<file path="config.mk">
export PLATFORM = sky130hd
export DESIGN_NAME = execute_top
export DESIGN_NICKNAME = d
export VERILOG_FILES = /design/src/common/exec_pkg.sv /design/src/common/fu_if.sv /design/src/rtl/execute_top.sv /design/src/rtl/fu_agu.sv /design/src/rtl/fu_branch.sv /design/src/rtl/fu_mult.sv /design/src/rtl/fu_alu.sv /design/src/rtl/exec_ctrl.sv
export SDC_FILE = /design/constraint.sdc
export NUM_CORES = 2
export LEC_CHECK = 0
export BUFFER_PORTS_ARGS = -buffer_cell sky130_fd_sc_hd__buf_2
export CAP_MARGIN = 30
export CORE_AREA = 2 2 449 451
export CTS_BUF_LIST = sky130_fd_sc_hd__clkbuf_4
export CTS_CLUSTER_SIZE = 20
export DETAILED_ROUTE_END_ITERATION = 7
export DIE_AREA = 0 0 451 453
export PLACE_DENSITY = 0.55
export SLEW_MARGIN = 20
export SYNTH_ARGS = -nofsm -noshare
export SYNTH_HDL_FRONTEND = slang
export SYNTH_SLANG_ARGS = --single-unit
</file>
<file path="constraint.sdc">
create_clock -name clk -period 7.9 [get_ports clk]
set_clock_uncertainty 0.05 [all_clocks]
set_input_delay 0.395 -clock clk [delete_from_list [all_inputs] [get_ports clk]]
set_output_delay 0.395 -clock clk [all_outputs]
set_load 0.02 [all_outputs]
</file>
<file path="src/common/exec_pkg.sv">
package exec_pkg;

    // datapath and tag widths
    localparam int xlen          = 32;
    localparam int inst_bits     = 32;
    localparam int rob_idx_bits  = 6;
    localparam int phys_reg_bits = 6;
    localparam int arch_reg_bits = 5;
    localparam int lsq_idx_bits  = 6;

    // multiplier pipeline depth, start to valid
    localparam int mult_latency  = 4;

    typedef enum logic [4:0] {
        // integer alu
        op_add    = 5'd0,
        op_sub    = 5'd1,
        op_and    = 5'd2,
        op_or     = 5'd3,
        op_xor    = 5'd4,
        op_slt    = 5'd5,
        op_sltu   = 5'd6,
        op_sll    = 5'd7,
        op_srl    = 5'd8,
        op_sra    = 5'd9,
        // m extension multiplies
        op_mul    = 5'd10,
        op_mulh   = 5'd11,
        op_mulhsu = 5'd12,
        op_mulhu  = 5'd13,
        // branches and jumps
        op_beq    = 5'd14,
        op_bne    = 5'd15,
        op_blt    = 5'd16,
        op_bge    = 5'd17,
        op_bltu   = 5'd18,
        op_bgeu   = 5'd19,
        op_jal    = 5'd20,
        op_jalr   = 5'd21,
        // memory
        op_load   = 5'd22,
        op_store  = 5'd23
    } exec_op_t;

    // decoded instruction handed over by issue, 102 bits
    typedef struct packed {
        exec_op_t              op;
        logic [xlen-1:0]       imm;
        logic [xlen-1:0]       pc;
        logic                  use_imm;
        logic [inst_bits-1:0]  inst;
    } decode_info_t;

    // one common data bus record, 115 bits
    typedef struct packed {
        logic                      valid;
        logic [rob_idx_bits-1:0]   rob_idx;
        logic [phys_reg_bits-1:0]  pd;
        logic [arch_reg_bits-1:0]  rd;
        logic [xlen-1:0]           rd_v;
        logic [inst_bits-1:0]      inst;
        logic                      pc_select;
        logic [xlen-1:0]           pc_branch;
    } cdb_t;

endpackage
</file>
<file path="src/common/fu_if.sv">
`timescale 1ns/1ps

interface fu_if
    import exec_pkg::*;
();
    // toward the unit
    logic               start;
    logic [xlen-1:0]    rs1_v;
    logic [xlen-1:0]    rs2_v;
    decode_info_t       info;

    // back from the unit
    logic [xlen-1:0]    rd_v;
    logic               valid;

    modport ctrl (
        output start, rs1_v, rs2_v, info,
        input  rd_v, valid
    );

    modport unit (
        input  start, rs1_v, rs2_v, info,
        output rd_v, valid
    );

endinterface

</file>
<file path="src/rtl/execute_top.sv">
`timescale 1ns/1ps

module execute_top
    import exec_pkg::*;
(
    input  logic                      clk,
    input  logic                      rst,

    input  logic [xlen-1:0]           rs1_v_add,
    input  logic [xlen-1:0]           rs2_v_add,
    input  decode_info_t              decode_info_add,
    input  logic                      start_add,
    input  logic [rob_idx_bits-1:0]   rob_idx_add,
    input  logic [phys_reg_bits-1:0]  pd_add,
    input  logic [arch_reg_bits-1:0]  rd_add,

    input  logic [xlen-1:0]           rs1_v_mul,
    input  logic [xlen-1:0]           rs2_v_mul,
    input  decode_info_t              decode_info_mul,
    input  logic                      start_mul,
    input  logic [rob_idx_bits-1:0]   rob_idx_mul,
    input  logic [phys_reg_bits-1:0]  pd_mul,
    input  logic [arch_reg_bits-1:0]  rd_mul,

    input  logic [xlen-1:0]           rs1_v_br,
    input  logic [xlen-1:0]           rs2_v_br,
    input  decode_info_t              decode_info_br,
    input  logic                      start_br,
    input  logic [rob_idx_bits-1:0]   rob_idx_br,
    input  logic [phys_reg_bits-1:0]  pd_br,
    input  logic [arch_reg_bits-1:0]  rd_br,

    input  logic [xlen-1:0]           rs1_v_mem,
    input  logic [xlen-1:0]           rs2_v_mem,
    input  decode_info_t              decode_info_mem,
    input  logic                      start_mem,
    input  logic [lsq_idx_bits-1:0]   mem_idx_in,

    output cdb_t                      cdb_add,
    output cdb_t                      cdb_mul,
    output cdb_t                      cdb_br,

    output logic                      addr_valid,
    output logic [xlen-1:0]           calculated_address,
    output logic [xlen-1:0]           store_wdata,
    output logic [lsq_idx_bits-1:0]   mem_idx_out
);

    logic            pc_select;
    logic [xlen-1:0] pc_branch;

    fu_if alu_bus ();
    fu_if mul_bus ();
    fu_if br_bus ();
    fu_if agu_bus ();

    exec_ctrl u_ctrl (
        .clk(clk), .rst(rst),
        .rs1_v_add(rs1_v_add), .rs2_v_add(rs2_v_add), .decode_info_add(decode_info_add),
        .start_add(start_add), .rob_idx_add(rob_idx_add), .pd_add(pd_add), .rd_add(rd_add),
        .rs1_v_mul(rs1_v_mul), .rs2_v_mul(rs2_v_mul), .decode_info_mul(decode_info_mul),
        .start_mul(start_mul), .rob_idx_mul(rob_idx_mul), .pd_mul(pd_mul), .rd_mul(rd_mul),
        .rs1_v_br(rs1_v_br), .rs2_v_br(rs2_v_br), .decode_info_br(decode_info_br),
        .start_br(start_br), .rob_idx_br(rob_idx_br), .pd_br(pd_br), .rd_br(rd_br),
        .alu_bus(alu_bus), .mul_bus(mul_bus), .br_bus(br_bus),
        .pc_select(pc_select), .pc_branch(pc_branch),
        .cdb_add(cdb_add), .cdb_mul(cdb_mul), .cdb_br(cdb_br)
    );

    fu_alu u_alu (.alu_bus(alu_bus));

    fu_mult u_mult (.clk(clk), .rst(rst), .mul_bus(mul_bus));

    fu_branch u_branch (.br_bus(br_bus), .pc_select(pc_select), .pc_branch(pc_branch));

    // address path rides agu_bus, the address comes back on rd_v
    assign agu_bus.start = start_mem;
    assign agu_bus.rs1_v = rs1_v_mem;
    assign agu_bus.rs2_v = rs2_v_mem;
    assign agu_bus.info  = decode_info_mem;

    fu_agu u_agu (
        .rs1_v(agu_bus.rs1_v), .rs2_v(agu_bus.rs2_v), .info(agu_bus.info),
        .start(agu_bus.start), .mem_idx_in(mem_idx_in),
        .addr_valid(agu_bus.valid), .calculated_address(agu_bus.rd_v),
        .store_wdata(store_wdata), .mem_idx_out(mem_idx_out)
    );

    assign addr_valid         = agu_bus.valid;
    assign calculated_address = agu_bus.rd_v;

endmodule

</file>
<file path="src/rtl/fu_agu.sv">
`timescale 1ns/1ps

module fu_agu
    import exec_pkg::*;
(
    input  logic [xlen-1:0]         rs1_v,
    input  logic [xlen-1:0]         rs2_v,
    input  decode_info_t            info,
    input  logic                    start,
    input  logic [lsq_idx_bits-1:0] mem_idx_in,
    output logic                    addr_valid,
    output logic [xlen-1:0]         calculated_address,
    output logic [xlen-1:0]         store_wdata,
    output logic [lsq_idx_bits-1:0] mem_idx_out
);

    // base plus sign extended offset
    assign calculated_address = rs1_v + info.imm;

    // loads carry no data
    assign store_wdata = (info.op == op_store) ? rs2_v : '0;

    assign addr_valid = start;

    // queue slot goes out with its address
    assign mem_idx_out = mem_idx_in;

endmodule

</file>
<file path="src/rtl/fu_branch.sv">
`timescale 1ns/1ps

module fu_branch
    import exec_pkg::*;
(
    fu_if.unit              br_bus,
    output logic            pc_select,
    output logic [xlen-1:0] pc_branch
);

    logic [xlen-1:0] rs1;
    logic [xlen-1:0] rs2;
    logic            taken;
    logic            is_jump;
    logic [xlen-1:0] jalr_target;

    assign rs1 = br_bus.rs1_v;
    assign rs2 = br_bus.rs2_v;

    always_comb begin
        case (br_bus.info.op)
            op_beq:  taken = (rs1 == rs2);
            op_bne:  taken = (rs1 != rs2);
            op_blt:  taken = ($signed(rs1) < $signed(rs2));
            op_bge:  taken = ($signed(rs1) >= $signed(rs2));
            op_bltu: taken = (rs1 < rs2);
            op_bgeu: taken = (rs1 >= rs2);
            default: taken = 1'b0;
        endcase
    end

    assign is_jump = (br_bus.info.op == op_jal) || (br_bus.info.op == op_jalr);

    // jalr target drops bit 0
    assign jalr_target = (rs1 + br_bus.info.imm) & ~32'd1;

    assign pc_branch = (br_bus.info.op == op_jalr) ? jalr_target
                                                   : br_bus.info.pc + br_bus.info.imm;
    assign pc_select = br_bus.start && (taken || is_jump);

    // link value only for jumps
    assign br_bus.rd_v  = is_jump ? br_bus.info.pc + 32'd4 : '0;
    assign br_bus.valid = br_bus.start;

endmodule

</file>
<file path="src/rtl/fu_mult.sv">
`timescale 1ns/1ps

module fu_mult
    import exec_pkg::*;
(
    input  logic clk,
    input  logic rst,
    fu_if.unit   mul_bus
);

    // stage 1: captured operands
    logic [xlen-1:0]          s1_a;
    logic [xlen-1:0]          s1_b;
    exec_op_t                 s1_op;
    logic                     s1_v;
    logic signed [xlen:0]     a_ext;
    logic signed [xlen:0]     b_ext;

    // stage 2: full product
    logic signed [2*xlen+1:0] s2_prod;
    exec_op_t                 s2_op;
    logic                     s2_v;

    // stages 3 and 4: selected half
    logic [xlen-1:0]          s3_res;
    logic                     s3_v;
    logic [xlen-1:0]          s4_res;
    logic                     s4_v;

    // mulhu and the rs2 side of mulhsu are zero extended
    assign a_ext = {(s1_op == op_mulh || s1_op == op_mulhsu) & s1_a[xlen-1], s1_a};
    assign b_ext = {(s1_op == op_mulh) & s1_b[xlen-1], s1_b};

    always_ff @(posedge clk) begin
        s1_a    <= mul_bus.rs1_v;
        s1_b    <= mul_bus.rs2_v;
        s1_op   <= mul_bus.info.op;
        s2_prod <= a_ext * b_ext;
        s2_op   <= s1_op;
        s3_res  <= (s2_op == op_mul) ? s2_prod[xlen-1:0] : s2_prod[2*xlen-1:xlen];
        s4_res  <= s3_res;
    end

    always_ff @(posedge clk) begin
        if (rst) begin
            s1_v <= 1'b0;
            s2_v <= 1'b0;
            s3_v <= 1'b0;
            s4_v <= 1'b0;
        end else begin
            s1_v <= mul_bus.start;
            s2_v <= s1_v;
            s3_v <= s2_v;
            s4_v <= s3_v;
        end
    end

    assign mul_bus.rd_v  = s4_res;
    assign mul_bus.valid = s4_v;

    a_fixed_latency: assert property (
        @(posedge clk) disable iff (rst) mul_bus.valid == $past(mul_bus.start, mult_latency)
    );

endmodule

</file>
<file path="src/rtl/fu_alu.sv">
`timescale 1ns/1ps

module fu_alu
    import exec_pkg::*;
(
    fu_if.unit alu_bus
);

    logic [xlen-1:0] op_a;
    logic [xlen-1:0] op_b;
    logic [4:0]      shamt;
    logic [xlen-1:0] result;

    assign op_a  = alu_bus.rs1_v;
    assign op_b  = alu_bus.info.use_imm ? alu_bus.info.imm : alu_bus.rs2_v;
    // rv32 shifts only look at the low five bits
    assign shamt = op_b[4:0];

    always_comb begin
        case (alu_bus.info.op)
            op_add:  result = op_a + op_b;
            op_sub:  result = op_a - op_b;
            op_and:  result = op_a & op_b;
            op_or:   result = op_a | op_b;
            op_xor:  result = op_a ^ op_b;
            op_slt:  result = {{(xlen-1){1'b0}}, $signed(op_a) < $signed(op_b)};
            op_sltu: result = {{(xlen-1){1'b0}}, op_a < op_b};
            op_sll:  result = op_a << shamt;
            op_srl:  result = op_a >> shamt;
            op_sra:  result = $unsigned($signed(op_a) >>> shamt);
            default: result = '0;
        endcase
    end

    // single cycle, result belongs to the current start
    assign alu_bus.rd_v  = result;
    assign alu_bus.valid = alu_bus.start;

endmodule

</file>
<file path="src/rtl/exec_ctrl.sv">
`timescale 1ns/1ps

module exec_ctrl
    import exec_pkg::*;
(
    input  logic                      clk,
    input  logic                      rst,

    input  logic [xlen-1:0]           rs1_v_add,
    input  logic [xlen-1:0]           rs2_v_add,
    input  decode_info_t              decode_info_add,
    input  logic                      start_add,
    input  logic [rob_idx_bits-1:0]   rob_idx_add,
    input  logic [phys_reg_bits-1:0]  pd_add,
    input  logic [arch_reg_bits-1:0]  rd_add,

    input  logic [xlen-1:0]           rs1_v_mul,
    input  logic [xlen-1:0]           rs2_v_mul,
    input  decode_info_t              decode_info_mul,
    input  logic                      start_mul,
    input  logic [rob_idx_bits-1:0]   rob_idx_mul,
    input  logic [phys_reg_bits-1:0]  pd_mul,
    input  logic [arch_reg_bits-1:0]  rd_mul,

    input  logic [xlen-1:0]           rs1_v_br,
    input  logic [xlen-1:0]           rs2_v_br,
    input  decode_info_t              decode_info_br,
    input  logic                      start_br,
    input  logic [rob_idx_bits-1:0]   rob_idx_br,
    input  logic [phys_reg_bits-1:0]  pd_br,
    input  logic [arch_reg_bits-1:0]  rd_br,

    fu_if.ctrl                        alu_bus,
    fu_if.ctrl                        mul_bus,
    fu_if.ctrl                        br_bus,

    input  logic                      pc_select,
    input  logic [xlen-1:0]           pc_branch,

    output cdb_t                      cdb_add,
    output cdb_t                      cdb_mul,
    output cdb_t                      cdb_br
);

    // what the multiplier result needs to find its rob entry again
    typedef struct packed {
        logic [rob_idx_bits-1:0]   rob_idx;
        logic [phys_reg_bits-1:0]  pd;
        logic [arch_reg_bits-1:0]  rd;
        logic [inst_bits-1:0]      inst;
    } mul_tag_t;

    mul_tag_t [mult_latency-1:0] tag_pipe;
    mul_tag_t                    tag_in;
    mul_tag_t                    tag_out;

    // operand routing
    assign alu_bus.start = start_add;
    assign alu_bus.rs1_v = rs1_v_add;
    assign alu_bus.rs2_v = rs2_v_add;
    assign alu_bus.info  = decode_info_add;

    assign mul_bus.start = start_mul;
    assign mul_bus.rs1_v = rs1_v_mul;
    assign mul_bus.rs2_v = rs2_v_mul;
    assign mul_bus.info  = decode_info_mul;

    assign br_bus.start  = start_br;
    assign br_bus.rs1_v  = rs1_v_br;
    assign br_bus.rs2_v  = rs2_v_br;
    assign br_bus.info   = decode_info_br;

    // empty slot when no multiply was issued this cycle
    assign tag_in  = start_mul ? {rob_idx_mul, pd_mul, rd_mul, decode_info_mul.inst} : '0;
    assign tag_out = tag_pipe[mult_latency-1];

    // one entry per multiplier stage, moves every cycle
    always_ff @(posedge clk) begin
        if (rst) begin
            tag_pipe <= '0;
        end else begin
            tag_pipe <= {tag_pipe[mult_latency-2:0], tag_in};
        end
    end

    always_comb begin
        cdb_add.valid     = alu_bus.valid;
        cdb_add.rob_idx   = rob_idx_add;
        cdb_add.pd        = pd_add;
        cdb_add.rd        = rd_add;
        cdb_add.rd_v      = alu_bus.rd_v;
        cdb_add.inst      = decode_info_add.inst;
        cdb_add.pc_select = 1'b0;
        cdb_add.pc_branch = '0;

        cdb_mul.valid     = mul_bus.valid;
        cdb_mul.rob_idx   = tag_out.rob_idx;
        cdb_mul.pd        = tag_out.pd;
        cdb_mul.rd        = tag_out.rd;
        cdb_mul.rd_v      = mul_bus.rd_v;
        cdb_mul.inst      = tag_out.inst;
        cdb_mul.pc_select = 1'b0;
        cdb_mul.pc_branch = '0;

        cdb_br.valid      = br_bus.valid;
        cdb_br.rob_idx    = rob_idx_br;
        cdb_br.pd         = pd_br;
        cdb_br.rd         = rd_br;
        cdb_br.rd_v       = br_bus.rd_v;
        cdb_br.inst       = decode_info_br.inst;
        cdb_br.pc_select  = pc_select;
        cdb_br.pc_branch  = pc_branch;
    end

    // a redirect without its branch record would be lost by the rob
    a_redirect_needs_valid: assert property (
        @(posedge clk) disable iff (rst) pc_select |-> br_bus.valid
    );

endmodule

</file>
==> results by group <==
Routing
  • WL per Instance: about 21 um
  • Detailed Routing Iterations Pass 1: 5
  • Post-route antenna net violation count: 0
  • Final WL: roughly 230 mm
  • Initial DRC count: roughly 3.8k
  • Via-per-instance ratio: 4.85
  • Vias: about 54k
  • Post-route DRC: 0

Place
  • Placed Area: about 72000 sq um
  • GP Congestion: 0.961
  • Pre-CTS WS: -314 ps
  • Post-DP HPWL: 196 mm
  • Cell count after placement: 10.5k
  • Port bufs: 701

Setup path
  • CP arrival: 8930 ps
  • Crit path largest cell delay: 720 ps
  • Crit. End Element: flip-flop
  • Worst reg-to-reg path cell count: 31
  • WP depth: 31
  • CP Max Fanout: 7
  • CP dominant cell by count: fa_1
  • CP startpoint kind: flip-flop
  • Crit path required time: between 8000 and 9000 ps
  • WP buf/inv: 9
  • Crit path kind: flip-flop to flip-flop
  • Top delay family on crit path: adder cells
  • R2R Setup Slk: -80 ps
  • Slowest library cell on the worst path: fa_2

Yosys
  • Seq/Total Area, Yosys: 12.6%
  • Async set-reset flop share out of synthesis: 0%
  • Netlist Area Pre-Place: 63700 sq um
  • Post-synth top area share: a little over a third
  • Number of enable flip-flop cells after synthesis: 0
  • Cells after synthesis: 7296
  • Post-synthesis register bit count: between 400 and 500
  • Synth top area cells: fa_1 (36%), dfxtp_1 (13%), ha_1 (8.5%), inv_1 (7.8%), nand2_1 (5.6%)
  • Syn avg cell area: 8.73 sq um
  • Distinct cells, synth: 91
  • Main synth FF type: dfxtp_1
  • Synth Warn #: 0
  • Area leader, netlist: fa_1

Timing
  • Worst-margin pin slew: 968 ps
  • Final count of hold timing violations: 0
  • Final worst path period share: 101%
  • Min cycle time layout: 7980 ps
  • Final worst setup slack: -83.5 ps
  • Slew headroom: 33.8%
  • Finish-stage setup viols: 5
  • Maximum clock frequency: roughly 130 MHz
  • Fin. max-slew vios: 0
  • RSZ-0062 raised after global routing: yes

Final layout
  • Area delta synth->final: 21.3%
  • FILL cells: 20.3k
  • Fin util: 38.8%
  • Layout cell share with drive strength beyond 1: 18.2%
  • Post-route insts no fill: 11.1k
  • Design area: 77200 sq um
  • Nets: 10.6k

Clock network
  • Sink Count: 402
  • CTS Buffer Depth: 3
  • Root Buffer Master: clkbuf_4
  • CTS tree: built
  • CTS HTree Levels: 3
  • TritonCTS Buffers: 112
  • Worst-path clk slew: 70 ps
  • Worst skew pair latency: 1110 ps

GRT
  • Vias in the first global route: 56.3k
  • Initial antenna violation count: 35
  • Total global routing overflow: 0
  • Largest net degree at the start of global routing: 93
  • Global-route wire length before repair: 350 mm
  • GRT Overall Usage: 22.6%

Floorplanning
  • Die Ht: 453 um
  • Die Span X: ~450 um
  • Starting density of the core: 32.0%
  • Die outline area: 204000 sq um
  • Core area: 199000 sq um
  • Rows: 164
  • # IOs: 1143

Worst hold path
  • Hold Crit Class: flip-flop to flip-flop
  • Hold depth: 0

Job
  • Max cap viols: 0

Outcome
  • Failing checks: setup timing
  • Status: finished, violations left
-- path summary, 6_finish.rpt --
check	startpoint	end
worst min register to register	u_mult.s3_res[22]	u_mult.mul_bus.rd_v[22]
worst max register to register	u_mult.s1_op[3]	u_mult.s2_prod[63]
worst max-delay path	u_mult.s1_op[3]	u_mult.s2_prod[63]
worst min-delay path	u_mult.s3_res[22]	u_mult.mul_bus.rd_v[22]
-- cells by family after synthesis --
family          count (synthesis)  share of synthesized area, %
compound gates                940                          9.48
xor+xnor                      205                          2.82
fa+ha+maj                    1564                          44.1
buf+inv                      1894                          12.5
flops                         402                          12.6
mux                           159                          2.58
other cells                     1                       0.00589
simple gates                 2131                          15.9
-- cell usage in the layout, fill, tap and decap left out, types with 25 or more instances in the layout --
cell / n
diode_2: 36
buf_12: 71
nor2_1: 301
xnor2_1: 133
clkinv_1: 27
nand2_1: 941
nand4_1: 25
and2_1: 428
buf_4: 346
a31oi_1: 25
o21a_1: 29
a211oi_1: 27
mux2_2: 33
a21oi_1: 254
conb_1: 66
nor2b_1: 175
inv_1: 1301
xor2_1: 69
o21bai_1: 28
dlygate4sd3_1: 283
o21ai_0: 243
ha_1: 419
nor3_1: 48
mux2i_1: 120
a221oi_1: 26
nand2b_1: 31
a21o_1: 94
fa_1: 1110
buf_2: 700
clkbuf_4: 151
dfxtp_1: 385
o211ai_1: 38
nand3_1: 50
or3_1: 29
-- flip-flops by register name, summed over array words and instances, names as in the netlist --
signal / cells
u_mult.mul_bus.valid: 1
u_ctrl.tag_pipe: 147
u_mult.s1_op: 5
u_mult.s1_b: 32
u_mult.s2_prod: 64
u_mult.s2_op: 5
u_mult.s3_v: 1
u_mult.mul_bus.rd_v: 32
u_mult.s1_a: 32
u_mult.s3_res: 32
u_mult.s2_v: 1
u_ctrl.cdb_mul: 49
u_mult.s1_v: 1
-- stage by stage --
step / setup TNS, ps / hold slack [ps]
after global routing: -2850 / 277
final: -222 / 271
after detailed placement: -2580 / 263
after CTS: -144 / 198
after global placement: -1020 / 261
after floorplan: 0 / 260
-- per-layer routing --
layer | vias up | global-route usage, % | share of wire, %
li1 | 24400 | - | -
met1 | 27100 | 30.9 | 44
met2 | 2083 | 35.6 | 45
met3 | 359 | 4.98 | 8.3
met4 | 18 | 6.84 | 3.1
met5 | - | 0 | 0.044
-- worst register-to-register path, delay by kind of cell, from the launching register on --
kind / cells / cell delay (ps)
XOR/XNOR: 1 / 130
AO/OA/AOI/OAI: 8 / 1640
buffers and inverters: 9 / 900
adder cells (fa/ha/maj): 9 / 4340
flip-flops: 1 / 330
AND/OR/NAND/NOR: 4 / 560
-- final cells by class --
cell class	count	area (sq um)	area share, %
antenna	36	90.1	0.117
sequential	402	8080	10.5
timing repair buffer	1426	10700	13.9
clock inverter	48	353	0.457
multi-input combinational	5065	48600	62.9
clock buffer	151	1130	1.47
inverter	1323	4970	6.44
tap	2656	3320	4.30
-- timing repair --
| action | CTS | global route |
|---|---|---|
| setup endpoints to repair | 18 | 23 |
| gates resized for setup | 27 | 156 |
| endpoints found under the hold margin | 177 | 0 |
| hold buffers | 283 | 0 |
| setup buffers | 5 | 33 |
| cloned | 0 | 4 |
| pin swaps | 22 | 96 |
-- cell usage after synthesis (33+ instances only) --
cell type / count
a21o_1: 94
a21oi_1: 264
and2_1: 436
buf_4: 224
clkbuf_1: 319
dfxtp_1: 402
fa_1: 1130
ha_1: 434
inv_1: 1321
mux2_2: 33
mux2i_1: 125
nand2_1: 948
nand3_1: 52
nor2_1: 308
nor2b_1: 177
nor3_1: 52
o211ai_1: 38
o21ai_0: 252
xnor2_1: 135
xor2_1: 70
Power is left out: the tool's default activity adds up to more than one toggle a clock period on the data nets, which glitch-free logic cannot reach.
